===== src/design/sad_pkg.sv =====
`default_nettype none

package sad_pkg;

    localparam int REF_SAMPLES = 8;    // window length, also the number of lanes
    localparam int SAMPLE_W    = 8;
    localparam int SAD_W       = 11;   // msb doubles as the saturation flag
    localparam int IDX_W       = 3;

    typedef logic [SAMPLE_W-1:0]    sample_t;
    typedef logic [SAD_W-1:0]       sad_t;
    typedef logic [REF_SAMPLES-1:0] lane_mask_t;
    typedef logic [IDX_W-1:0]       idx_t;
    typedef logic [15:0]            trig_count_t;

    // byte-wide register map
    localparam logic [7:0] REG_STATUS            = 8'd36;
    localparam logic [7:0] REG_REF_SAMPLES       = 8'd38;
    localparam logic [7:0] REG_THRESHOLD         = 8'd40;
    localparam logic [7:0] REG_REFERENCE         = 8'd41;
    localparam logic [7:0] REG_MULTIPLE_TRIGGERS = 8'd42;
    localparam logic [7:0] REG_REFEN             = 8'd43;

    // lane i has to restart on sample i of a run; the accumulator sits three
    // edges behind adc_data, so the ring starts three lanes early at bit 5
    localparam lane_mask_t RESTART_PRESET = lane_mask_t'(1) << (REF_SAMPLES - 3);

    typedef enum logic [1:0] {
        ST_IDLE,
        ST_FILLING,    // first full window not seen yet
        ST_RUNNING
    } sad_state_t;

endpackage

`default_nettype wire


===== src/design/sad_ifs.sv =====
`timescale 1ns/100ps
`default_nettype none

// settings from the register file, status coming back from control
interface sad_cfg_if
    import sad_pkg::*;
();
    sample_t [REF_SAMPLES-1:0] reference;
    lane_mask_t                refen;
    sad_t                      threshold;
    logic                      multiple_triggers;
    logic                      clear_status;    // single cycle
    logic                      triggered;
    trig_count_t               num_triggers;

    modport regs (
        output reference, refen, threshold, multiple_triggers, clear_status,
        input  triggered, num_triggers
    );
    modport ctrl (
        input  multiple_triggers, clear_status,
        output triggered, num_triggers
    );
    modport lanes (
        input reference, refen, threshold
    );
endinterface

// window sequencing towards the lanes, hits coming back
interface sad_lane_if
    import sad_pkg::*;
();
    idx_t       position;
    lane_mask_t restart;
    lane_mask_t ready;
    lane_mask_t lane_hit;

    modport ctrl (
        output position, restart, ready,
        input  lane_hit
    );
    modport lanes (
        input  position, restart, ready,
        output lane_hit
    );
endinterface

`default_nettype wire


===== src/design/sad_regs.sv =====
`timescale 1ns/100ps
`default_nettype none

module sad_regs
    import sad_pkg::*;
(
    input  wire        adc_sampleclk,
    input  wire        reset,
    input  wire  [7:0] reg_address,
    input  wire  [2:0] reg_bytecnt,
    input  wire  [7:0] write_data,
    output logic [7:0] read_data,
    input  wire        reg_read,
    input  wire        reg_write,
    sad_cfg_if.regs    cfg
);

    logic status_write;

    assign status_write = reg_write && (reg_address == REG_STATUS);

    always_ff @(posedge adc_sampleclk) begin
        if (reset) begin
            cfg.reference         <= '0;
            cfg.refen             <= '1;    // every position compared by default
            cfg.threshold         <= '0;
            cfg.multiple_triggers <= 1'b0;
            cfg.clear_status      <= 1'b0;
        end else begin
            cfg.clear_status <= status_write;    // high the cycle after a status write
            if (reg_write) begin
                case (reg_address)
                    REG_REFERENCE: cfg.reference[reg_bytecnt] <= write_data;
                    REG_REFEN: begin
                        if (reg_bytecnt == 3'd0) begin
                            cfg.refen <= lane_mask_t'(write_data);
                        end
                    end
                    REG_THRESHOLD: begin
                        if (reg_bytecnt == 3'd0) begin
                            cfg.threshold[7:0] <= write_data;
                        end else if (reg_bytecnt == 3'd1) begin
                            cfg.threshold[SAD_W-1:8] <= write_data[SAD_W-9:0];
                        end
                    end
                    REG_MULTIPLE_TRIGGERS: cfg.multiple_triggers <= write_data[0];
                    default: ;
                endcase
            end
        end
    end

    always_comb begin
        read_data = '0;
        if (reg_read) begin
            case (reg_address)
                REG_REFERENCE: read_data = cfg.reference[reg_bytecnt];
                REG_REFEN:     read_data = (reg_bytecnt == 3'd0) ? 8'(cfg.refen) : 8'h00;
                REG_THRESHOLD: begin
                    if (reg_bytecnt == 3'd0) begin
                        read_data = cfg.threshold[7:0];
                    end else if (reg_bytecnt == 3'd1) begin
                        read_data = 8'(cfg.threshold[SAD_W-1:8]);   // upper bits read 0
                    end
                end
                REG_STATUS: begin
                    case (reg_bytecnt)
                        3'd0:    read_data = {7'b0, cfg.triggered};
                        3'd1:    read_data = cfg.num_triggers[7:0];
                        3'd2:    read_data = cfg.num_triggers[15:8];
                        default: read_data = '0;
                    endcase
                end
                REG_MULTIPLE_TRIGGERS: read_data = {7'b0, cfg.multiple_triggers};
                REG_REF_SAMPLES: read_data = (reg_bytecnt == 3'd0) ? 8'(REF_SAMPLES) : 8'h00;
                default: read_data = '0;
            endcase
        end
    end

    a_clear_single: assert property (@(posedge adc_sampleclk) disable iff (reset)
        cfg.clear_status |=> !cfg.clear_status);

endmodule

`default_nettype wire


===== src/design/sad_control.sv =====
`timescale 1ns/100ps
`default_nettype none

module sad_control
    import sad_pkg::*;
(
    input  wire       adc_sampleclk,
    input  wire       reset,
    input  wire       armed_and_ready,
    input  wire       active,
    output logic      trigger,
    sad_cfg_if.ctrl   cfg,
    sad_lane_if.ctrl  lane
);

    sad_state_t state;
    lane_mask_t ready_q;       // lane i qualified once its first full window is in
    logic       running;
    logic       window_full;
    logic       arm_q;
    logic       arm_rise;
    logic       blocked;

    assign running     = armed_and_ready && active;
    assign window_full = (state == ST_FILLING) && (lane.position == IDX_W'(REF_SAMPLES - 1));
    assign arm_rise    = armed_and_ready && !arm_q;
    // single mode holds off after the first trigger, including the very next cycle
    assign blocked     = !cfg.multiple_triggers && (cfg.triggered || trigger);

    // a stop drops every pending hit right away
    assign lane.ready = running ? ready_q : '0;

    always_ff @(posedge adc_sampleclk) begin
        if (reset || !running) begin
            state         <= ST_IDLE;
            lane.position <= '0;
            lane.restart  <= RESTART_PRESET;
            ready_q       <= '0;
        end else begin
            lane.restart <= {lane.restart[REF_SAMPLES-2:0], lane.restart[REF_SAMPLES-1]};
            ready_q      <= {ready_q[REF_SAMPLES-2:0], window_full || (state == ST_RUNNING)};
            if (lane.position == IDX_W'(REF_SAMPLES - 1)) begin
                lane.position <= '0;
            end else begin
                lane.position <= lane.position + 1'b1;
            end
            case (state)
                ST_IDLE: state <= ST_FILLING;
                ST_FILLING: begin
                    if (window_full) begin
                        state <= ST_RUNNING;
                    end
                end
                default: state <= ST_RUNNING;
            endcase
        end
    end

    always_ff @(posedge adc_sampleclk) begin
        if (reset || !running) begin
            trigger <= 1'b0;
        end else begin
            trigger <= (|lane.lane_hit) && !blocked;    // any lane may fire
        end
    end

    always_ff @(posedge adc_sampleclk) begin
        if (reset) begin
            arm_q <= 1'b0;
        end else begin
            arm_q <= armed_and_ready;
        end
    end

    always_ff @(posedge adc_sampleclk) begin
        if (reset || cfg.clear_status || arm_rise) begin
            cfg.triggered    <= 1'b0;
            cfg.num_triggers <= '0;
        end else if (trigger) begin
            cfg.triggered    <= 1'b1;
            cfg.num_triggers <= cfg.num_triggers + 1'b1;
        end
    end

    a_restart_onehot: assert property (@(posedge adc_sampleclk) disable iff (reset)
        $onehot(lane.restart));

    // low active keeps the trigger off for a full window plus the pipeline
    a_no_trigger_inactive: assert property (@(posedge adc_sampleclk) disable iff (reset)
        !active |=> !trigger [*REF_SAMPLES + 5]);

endmodule

`default_nettype wire


===== src/design/sad_lanes.sv =====
`timescale 1ns/100ps
`default_nettype none

module sad_lanes
    import sad_pkg::*;
(
    input  wire          adc_sampleclk,
    input  wire sample_t adc_data,
    sad_cfg_if.lanes     cfg,
    sad_lane_if.lanes    lane
);

    sample_t    adc_r;                       // stage 1
    sample_t    adc_rr;                      // copy for the subtract stage
    sample_t    ref_chain [REF_SAMPLES];
    sample_t    ref_r     [REF_SAMPLES];
    lane_mask_t en_chain;
    lane_mask_t en_r;
    lane_mask_t dir;                         // set when the sample is above the reference
    sad_t       incr      [REF_SAMPLES];
    sad_t       acc       [REF_SAMPLES];

    // reference for the current position enters lane 0, then walks up one lane per cycle
    always_ff @(posedge adc_sampleclk) begin
        adc_r        <= adc_data;
        adc_rr       <= adc_r;
        ref_chain[0] <= cfg.reference[lane.position];
        en_chain[0]  <= cfg.refen[lane.position];
        for (int i = 1; i < REF_SAMPLES; i++) begin
            ref_chain[i] <= ref_chain[i-1];
            en_chain[i]  <= en_chain[i-1];
        end
    end

    always_ff @(posedge adc_sampleclk) begin
        for (int i = 0; i < REF_SAMPLES; i++) begin
            dir[i]   <= adc_r > ref_chain[i];     // stage 2
            ref_r[i] <= ref_chain[i];
            en_r[i]  <= en_chain[i];

            // stage 3, masked positions add nothing
            if (!en_r[i]) begin
                incr[i] <= '0;
            end else if (dir[i]) begin
                incr[i] <= SAD_W'(adc_rr - ref_r[i]);
            end else begin
                incr[i] <= SAD_W'(ref_r[i] - adc_rr);
            end

            // stage 4
            if (lane.restart[i]) begin
                acc[i] <= incr[i];                // first sample of the next window
            end else if (!acc[i][SAD_W-1]) begin
                acc[i] <= acc[i] + incr[i];       // frozen once saturated
            end

            // stage 5 looks at the window that just completed
            lane.lane_hit[i] <= (acc[i] <= cfg.threshold) && lane.restart[i]
                                && lane.ready[i];
        end
    end

    for (genvar g = 0; g < REF_SAMPLES; g++) begin : g_acc_check
        a_acc_monotonic: assert property (@(posedge adc_sampleclk)
            !$isunknown({$past(lane.restart[g]), $past(acc[g])}) && !$past(lane.restart[g])
            |-> acc[g] >= $past(acc[g]));
    end

endmodule

`default_nettype wire


===== src/design/sad_top.sv =====
`timescale 1ns/100ps
`default_nettype none

module sad_top
    import sad_pkg::*;
(
    input  wire          adc_sampleclk,
    input  wire          reset,
    input  wire sample_t adc_data,
    input  wire          armed_and_ready,
    input  wire          active,
    input  wire  [7:0]   reg_address,
    input  wire  [2:0]   reg_bytecnt,
    input  wire  [7:0]   write_data,
    output logic [7:0]   read_data,
    input  wire          reg_read,
    input  wire          reg_write,
    output logic         trigger
);

    sad_cfg_if  cfg_if ();
    sad_lane_if lane_if ();

    sad_regs u_regs (
        .adc_sampleclk (adc_sampleclk),
        .reset         (reset),
        .reg_address   (reg_address),
        .reg_bytecnt   (reg_bytecnt),
        .write_data    (write_data),
        .read_data     (read_data),
        .reg_read      (reg_read),
        .reg_write     (reg_write),
        .cfg           (cfg_if)
    );

    sad_control u_control (
        .adc_sampleclk   (adc_sampleclk),
        .reset           (reset),
        .armed_and_ready (armed_and_ready),
        .active          (active),
        .trigger         (trigger),
        .cfg             (cfg_if),
        .lane            (lane_if)
    );

    sad_lanes u_lanes (
        .adc_sampleclk (adc_sampleclk),
        .adc_data      (adc_data),
        .cfg           (cfg_if),
        .lane          (lane_if)
    );

endmodule

`default_nettype wire


===== config.mk =====
export PLATFORM = sky130hd
export DESIGN_NAME = sad_top
export DESIGN_NICKNAME = d
export VERILOG_FILES = /design/src/design/sad_pkg.sv /design/src/design/sad_ifs.sv /design/src/design/sad_regs.sv /design/src/design/sad_control.sv /design/src/design/sad_lanes.sv /design/src/design/sad_top.sv
export SDC_FILE = /design/constraint.sdc
export NUM_CORES = 1
export LEC_CHECK = 0
export BUFFER_PORTS_ARGS = -buffer_cell sky130_fd_sc_hd__buf_2
export CORE_ASPECT_RATIO = 0.7
export CORE_MARGIN = 1.5
export CORE_UTILIZATION = 45
export CTS_BUF_LIST = sky130_fd_sc_hd__clkbuf_16
export DETAILED_ROUTE_END_ITERATION = 10
export HOLD_SLACK_MARGIN = 0.08
export SLEW_MARGIN = 10
export SYNTH_ARGS = -nofsm -noshare
export SYNTH_HDL_FRONTEND = slang
export SYNTH_SLANG_ARGS = --single-unit
export TNS_END_PERCENT = 50

===== constraint.sdc =====
create_clock -name adc_sampleclk -period 8.4 [get_ports adc_sampleclk]
set_clock_uncertainty 0.2 [all_clocks]
set_input_delay 0.84 -clock adc_sampleclk [delete_from_list [all_inputs] [get_ports adc_sampleclk]]
set_output_delay 0.84 -clock adc_sampleclk [all_outputs]
set_load 0.05 [all_outputs]

# Word level (Yosys, flattened, before mapping)
# Memories as Yosys holds them, arrays and structs flattened.
# Cells that the tools add are included.
[totals]
regBits = 173
latch_bits = 0
ram_bits = 304
rom_bits = 0
input_bits = 33
out_inout_bits = 9
mem_count = 4
[mem_list]
columns = ["memory", "depth", "width", "read_ports", "rd_clocked_by_memory_dff", "write_ports", "line", "rtl"]
rows = [
  ["u_lanes.acc", 8, 11, 8, 0, 8, "sad_lanes.sv:21", "sad_t acc [REF_SAMPLES];"],
  ["u_lanes.incr", 8, 11, 8, 0, 8, "sad_lanes.sv:20", "sad_t incr [REF_SAMPLES];"],
  ["u_lanes.ref_chain", 8, 8, 8, 0, 8, "sad_lanes.sv:15", "sample_t ref_chain [REF_SAMPLES];"],
  ["u_lanes.ref_r", 8, 8, 8, 0, 8, "sad_lanes.sv:16", "sample_t ref_r [REF_SAMPLES];"],
]
[op_classes]
add_sub_neg = 26
mul = 0
div_mod_pow = 0
order_cmp = 19
n_eq_ne = 12
shifts = 0
mux = 139
bitwise = 25
n_reduce_logical = 41
[ops]
columns = ["operator", "n"]
rows = [
  ["$mux 11", 24],
  ["$sub 8x8->9", 16],
  ["$mux 1", 97],
  ["$add 11x11->11", 8],
  ["$le 11x11->1", 8],
  ["$bwmux 64", 1],
  ["$gt 8x8->1", 8],
  ["$mux 8", 7],
  ["$bmux 8 s3", 2],
  ["$eq 8x6->1 const B", 6],
  ["$pmux 8 s6", 1],
  ["$demux 8 s3", 1],
  ["$or 1x1->1", 24],
  ["$pmux 8 s3", 1],
  ["$logic_and 1x1->1", 23],
  ["$add 16x1->16 const B", 1],
  ["$lt 3x4->1 const B", 2],
  ["$reduce_or 8->1", 1],
  ["$reduce_and 3->1", 2],
  ["$logic_or 1x1->1", 5],
  ["$logic_not 1->1", 4],
  ["$mux 4", 1],
  ["$pmux 2 s2", 1],
  ["$reduce_and 2->1", 2],
  ["other kinds (16)", 16],
]

# Logic depth before layout (Yosys ltp)
# Gate-level depths: netlist of the first run.
[logic_depth]
depth_word = 5
mapped_depth = 9

# Cells and area by module
# From an unflattened synthesis of the first run, not the netlist that was laid out.
[unflattened]
cells_unflattened = 2834
area_unflattened_um2 = 27575.2
[modules_own_cells]
columns = ["module", "instances", "cells_per_inst", "area_per_inst_um2", "seq_area_each_um2"]
rows = [
  ["sad_lanes", 1, 2258, 21856.0, 7066.8],
  ["sad_regs", 1, 422, 4210.3, 1701.6],
  ["sad_control", 1, 154, 1508.9, 800.8],
]

# Worst setup path before layout of the first run
# Ideal clock, no wire load.
[synth_path]
path_type = "input to output"
start = "in reg_address[7]"
end = "out read_data[3]"
t_arrival_ns = 3.273
required_time_ns = 7.360
slack_ns = 4.087
cell_stages = 5
n_path_buf = 1
path_cell_list = "or4b_4 > nor4_4 > buf_6 > nand3_2 > o31ai_1"
[synth_via]
elab_chain_len = 3
word_cells_on_any_way = 8
classes_between = "eq/ne: 6; mux: 2"
[synth_rtl]
columns = ["item", "line", "rtl"]
rows = [
  ["start: declaration", "sad_top.sv:12", "input wire [7:0] reg_address,"],
  ["$eq 8x6->1", "sad_regs.sv:56", "case (reg_address)"],
  ["$pmux 8 s6 *", "sad_regs.sv:56", ""],
  ["$mux 8 *", "sad_regs.sv:55", "if (reg_read) begin"],
  ["end: declaration", "sad_top.sv:15", "output logic [7:0] read_data,"],
]
# Mark *: on every way between the ends. The rest lies on a longest branch, timed or not.

# Worst setup path after layout of the first run
[layout_path]
start = "in reg_bytecnt[0]"
end = "out read_data[4]"
[layout_via]
elab_chain_len = 4
word_cells_on_any_way = 10
classes_between = "eq/ne: 2; mux: 7; reduce/logical: 1"
[layout_rtl]
columns = ["item", "line", "rtl"]
rows = [
  ["start: declaration", "sad_top.sv:13", "input wire [2:0] reg_bytecnt,"],
  ["$bmux 8 s3 (tied with other cells)", "sad_regs.sv:57", "REG_REFERENCE: read_data = cfg.reference[reg_bytecnt];"],
  ["$mux 8 (implied by the code) (tied with other cells)", "sad_regs.sv:57", ""],
  ["$pmux 8 s6 *", "sad_regs.sv:56", ""],
  ["$mux 8 *", "sad_regs.sv:55", ""],
]
# Mark *: on every way between the ends. The rest lies on a longest branch, timed or not. The select of a mux whose other input is x is not followed.

==> results.cfg, run 1 <==
[status]
run_status = complete, no violations

[timing]
rsz0062_at_grt = false
relSlewSlack_pct = 19.5
worstMarginPinSlew_ns = 1.20
fmax_mhz = 223
min_period_ns = 4.48
hold_viol = 0
slew_violations = 0
setup_viol = 0
timing.setup.tns_ns = 0
period_share_pct = 53.3

[final_layout]
final_common_cell = ha_1
fin_util_pct = 50.3
syn2layout_area_growth_pct = 10.2
fillers = 5319
final_cell_mix = 363 x ha_1, 278 x nand2_1, 237 x dfxtp_1
drive_above_1_share_pct = 7.87
fin_nets = 3293
stdcell_area_mm2 = 0.0294

[synthesis]
syn_area_mm2 = 0.0267
seq_area_frac_synth_pct = 35.9
synth_edf_count = 160
yosysWarnings = 0
async_flop_share_pct = 0
synth_cells = 2790
synth_cell_types = 74
syn_area_per_cell_um2 = 9.56
ys_ff_latch = 398
synthFlopType = dfxtp_1

[detailed_routing]
routed_wirelength_um = 80800
wl_met3_um = 6540
wl_met2_um = 31500
maxUsedRoutingLayer = met4
via_count = 22000
drcViolationCount = 0
first_pass_iters = 5
wl_met1_um = 41000
drt-initial-drc-count = 1973
final_antenna_net_count = 0
wl_per_cell_um = 21.8
avgViaCountPerCell = 5.92

[critical_path]
critPathLaunchType = primary input
endpoint_kind = primary output
slowest_stage = nor4_4
crit_chain = buf_2 -> or3_1 -> nor4_4 -> a221oi_1 -> o22ai_1 -> buf_2
rrSetupSlack_ns = 4.81
worstPathArrival_ns = 3.44
crit_top_cell = buf_2
crit_fanout = 33
crit_type = in -> out
max_stage_delay_ns = 0.82
cp.required_ns = 7.36

[place]
dp_hpwl_um = 59000
place_area_mm2 = 0.0279
gp_congestion = 0.893
port_buffers = 41

[floorplan]
core-area_mm2 = 0.0584
die_w_um = 294
placementRows = 74
io_pins = 42
die_area_mm2 = 0.0608
die_h_um = 207
initial_core_util_pct = 45.7

[power_and_ir_drop]
p_per_area_mw_per_mm2 = 248
p_leak_nw = 11.9
peakVddDrop_v = 0.000140

[clock_tree]
numCtsBuffers = 44
clockBufferDepth = 3
cts.sinks = 398
cts_root_buffer = clkbuf_16
path_clk_slew_ns = 0.06
htree_levels = 2
clock_latency_ns = 0.59
ctsHoldBuffers = 0
tritoncts = built
cts_resized = 0
cts_setup_buffers = 0

[global_route]
overflow = 0
grt_max_degree = 91
antenna_found_initial = 2
grt_pass1_vias = 20300
grt_pass1_wl_um = 122000
grt_use_total_pct = 26.4

[worst_hold_path]
hp-class = reg -> reg

[run]
drv_cap = 0
## final timing paths
| path | end | startpoint | cells after the start |
|---|---|---|---|
| setup / recovery | read_data[4] | reg_bytecnt[0] | 6 |
| hold / removal | u_lanes.en_chain[1]$_DFF_P_ | u_lanes.en_chain[0]$_DFF_P_ | 0 |
| setup reg to reg | u_lanes.incr[1][6]$_SDFFCE_PN0P_ | u_lanes.adc_rr[0]$_DFF_P_ | 8 |
| hold reg to reg | u_lanes.en_chain[1]$_DFF_P_ | u_lanes.en_chain[0]$_DFF_P_ | 0 |
## logic make-up after synthesis
logic type	after synthesis	share of synthesized area (%)
AO/OA/AOI/OAI	740	17.6
XOR/XNOR	90	2.95
adder cells (fa/ha/maj)	387	18.8
buffers and inverters	250	3.58
flip-flops	398	35.9
multiplexers	111	5.56
other	1	0.0141
AND/OR/NAND/NOR	813	15.6
## synthesized netlist by cell type, types with 38 or more instances
cell type	count	share of area [%]
mux2i_1	47	1.8
dfxtp_1	238	18
inv_1	162	2.3
nand4_1	44	1.0
nand2b_1	52	1.2
mux2_2	38	1.6
nand3_1	54	1.0
xor2_1	59	1.9
a21o_1	67	1.9
a21oi_1	231	4.3
clkbuf_1	71	1.0
nor2b_1	50	1.2
a211oi_1	46	1.3
ha_1	363	17
nand2_1	278	3.9
nor2_1	114	1.6
nor3_1	52	0.98
edfxtp_1	160	18
o21ai_0	170	3.2
## registers in the layout, indices dropped and copies added (netlist names), 2 cells and up
signal / flops
u_control.lane.position: 3
u_lanes.incr: 72
u_regs.cfg.threshold: 11
u_control.state: 2
u_lanes.en_r: 2
u_lanes.dir: 8
u_lanes.ref_r: 10
u_lanes.en_chain: 7
u_control.ready_q: 8
u_control.cfg.num_triggers: 16
u_regs.cfg.refen: 8
u_lanes.ref_chain: 62
u_lanes.adc_r: 8
u_regs.cfg.reference: 64
u_lanes.acc: 88
u_control.lane.restart: 8
u_lanes.adc_rr: 8
u_lanes.lane.lane_hit: 8
## routing by layer
layer  track usage (%)  vias up
li1                  -    10400
met1              42.1    10600
met2              36.2      836
met3              4.03      116
met4              6.65        0
met5                 0        -
## final cells by class
class	count	area (µm²)	share of cell area, %
sequential	398	9570	32.6
tap	798	998	3.40
timing repair buffer	53	295	1.00
inverter	163	612	2.08
clock buffer	51	1280	4.34
multi-input combinational	2213	16400	55.9
clock inverter	30	224	0.762
antenna	1	2.50	0.00851
## worst max-delay path: cells and delay by family
family                 cells  cell delay [ns]
AO/OA/AOI/OAI              2             0.57
buffers and inverters      2             0.65
AND/OR/NAND/NOR            2             1.36
## per-stage QoR
step	cells	power, mW	setup slack [ns]	hold WS, ns
2_1_floorplan	2861	4.63	4.09	0.110
6_report	3707	7.30	3.92	0.132
5_1_grt	3706	7.78	3.86	0.147
4_1_cts	3706	7.31	3.98	0.136
3_3_place_gp	3625	5.13	3.99	0.117
3_5_place_dp	3625	5.26	3.99	0.123
## power by group
part | internal, mW | leakage (nW) | switching [mW] | total [mW]
clock | 1.16 | 0.771 | 0.869 | 2.03
sequential | 2.42 | 3.51 | 0.233 | 2.65
combinational | 1.11 | 7.60 | 1.51 | 2.62
Note: power is estimated with default switching activity, not from simulation.
==> run 2, diff against run 1 <==
clock period = 4.25 ns   (was 8.4 ns; I/O delays follow)
==> run 2 against run 1 <==
Effect of this change: sequential share of layout area is 0.28 points lower; count of clock-buffer cells in the layout is 5 lower; global-route usage is 0.25 points higher; combinational power is 97% higher; largest power group unchanged.
==> results.cfg, run 2 (synthesis gave the netlist of run 1 again) <==
[final_layout]
fillers = 5337
final_cell_mix = 363 x ha_1, 278 x nand2_1, 236 x dfxtp_1
largest_reg_flops = 88
final_cells = 3735
largest_registers = u_lanes.acc (88), u_lanes.incr (72), u_regs.cfg.reference (64)
syn2layout_area_growth_pct = 11.2
final_common_cell = ha_1
n_antenna_cell = 0
drive_above_1_share_pct = 8.00
fin_nets = 3321
fin_util_pct = 50.8
regMostFlops = u_lanes.acc

[clock_tree]
cts.sinks = 398
clockBufferDepth = 3
cts_root_buffer = clkbuf_16
tritoncts = built
cts_resized = 0
clock_latency_ns = 0.61
numCtsBuffers = 45
path_clk_slew_ns = 0.06
htree_levels = 2

[place]
dp.cells = 3630
gp_congestion = 0.951
dp_hpwl_um = 60400
port_buffers = 41

[detailed_routing]
drt-initial-drc-count = 2435
wl_per_cell_um = 21.8
via_count = 22200
final_antenna_net_count = 0
drcViolationCount = 0
routed_wirelength_um = 81500
first_pass_iters = 5
avgViaCountPerCell = 5.94

[global_route]
grt_pass1_vias = 20700
grt_pass1_wl_um = 123000
grt_max_degree = 87
overflow = 0
grt_use_total_pct = 26.6
antenna_found_initial = 0

[floorplan]
die_h_um = 207
placementRows = 74
die_area_mm2 = 0.0608
io_pins = 42
die_w_um = 294
initial_core_util_pct = 45.7
core-area_mm2 = 0.0584

[critical_path]
path_buf_inv = 3
crit_family = buffers and inverters
critPathLaunchType = primary input
crit_fanout = 7
endpoint_kind = primary output
crit_chain = dlygate4sd3_1 -> buf_2 -> and4bb_2 -> and2_0 -> o21ai_0 -> a31oi_1 -> buf_2
worstPathArrival_ns = 2.87
crit_top_cell = buf_2
max_stage_delay_ns = 0.53
crit_type = in -> out
cp.required_ns = 3.62
slowest_stage = dlygate4sd3_1

[power_and_ir_drop]
p_per_area_mw_per_mm2 = 486
power_mw = 14.4
peakVddDrop_v = 0.000381
p_leak_nw = 12.0

[timing]
min_period_ns = 3.50
period_share_pct = 82.3
fmax_mhz = 286
relSlewSlack_pct = 28.6
rsz0062_at_grt = false
slew_violations = 0
hold_viol = 0
worstMarginPinSlew_ns = 1.07
setup_viol = 0
timing.setup.tns_ns = 0
holdWs_ns = 0.0995

[worst_hold_path]
hp-class = in -> reg

[run]
drv_cap = 0

[status]
run_status = complete, no violations
## run 2: changes by cell type in the layout (fill, tap and decap cells not counted), moves of 2 or more
| cell | previous run | this run |
|---|---|---|
| clkinv_1 | 5 | 8 |
| inv_4 | 3 | 1 |
| buf_4 | 12 | 17 |
| dlygate4sd3_1 | 0 | 22 |
| clkinv_2 | 4 | 6 |
| clkinv_8 | 1 | 3 |
| clkbuf_16 | 51 | 46 |
| inv_6 | 3 | 1 |
| bufinv_16 | 2 | 4 |
## run 2: path summary, 6_finish.rpt
path | startpoint | end | slack [ns] | cells past startpoint
max | reg_address[1] | read_data[1] | 0.75 | 7
min | active | u_control.lane.restart[5]$_SDFF_PP1_ | 0.1 | 3
max reg2reg | u_lanes.adc_rr[0]$_DFF_P_ | u_lanes.incr[1][6]$_SDFFCE_PN0P_ | 1.00 | 8
min reg2reg | u_lanes.en_chain[0]$_DFF_P_ | u_lanes.en_chain[1]$_DFF_P_ | 0.13 | 0
## run 2: metrics by stage
stage	area [µm²]	setup slack (ns)
after CTS	29700	0.805
after global placement	27900	1.08
after global routing	29700	0.663
final	29700	0.753
after floorplan	26900	0.767
after detailed placement	27900	1.05
## run 2: timing repair
action / CTS / global route
hold endpoints to repair: 94 / 0
hold buffers: 22 / 0
buffers inserted: 0 / 0
## run 2: layout make-up
class / instances / area [µm²] / area share [%]
inverter: 163 / 612 / 2.06
sequential: 398 / 9570 / 32.3
timing repair buffer: 80 / 553 / 1.86
multi-input combinational: 2213 / 16400 / 55.4
clock buffer: 46 / 1150 / 3.88
clock inverter: 37 / 347 / 1.17
tap: 798 / 998 / 3.37
## run 2: report_power, final
part,internal [mW],switching (mW)
Sequential,4.79,0.452
Clock,2.24,1.79
Combinational,2.21,2.94
Total,9.24,5.18
## run 2: layer usage
| layer | GRT usage (%) | share of wire, % | up-vias |
|---|---|---|---|
| li1 | - | - | 10400 |
| met1 | 41.1 | 49 | 10700 |
| met2 | 35.3 | 37 | 947 |
| met3 | 8.19 | 11 | 129 |
| met4 | 6.20 | 2.1 | 0 |
| met5 | 0 | 0 | - |
## run 2: tightest hold or removal path: cells and delay by family
family                 cells  cell delay, ns
buffers and inverters      1            0.11
and+or+nand+nor            2            0.28
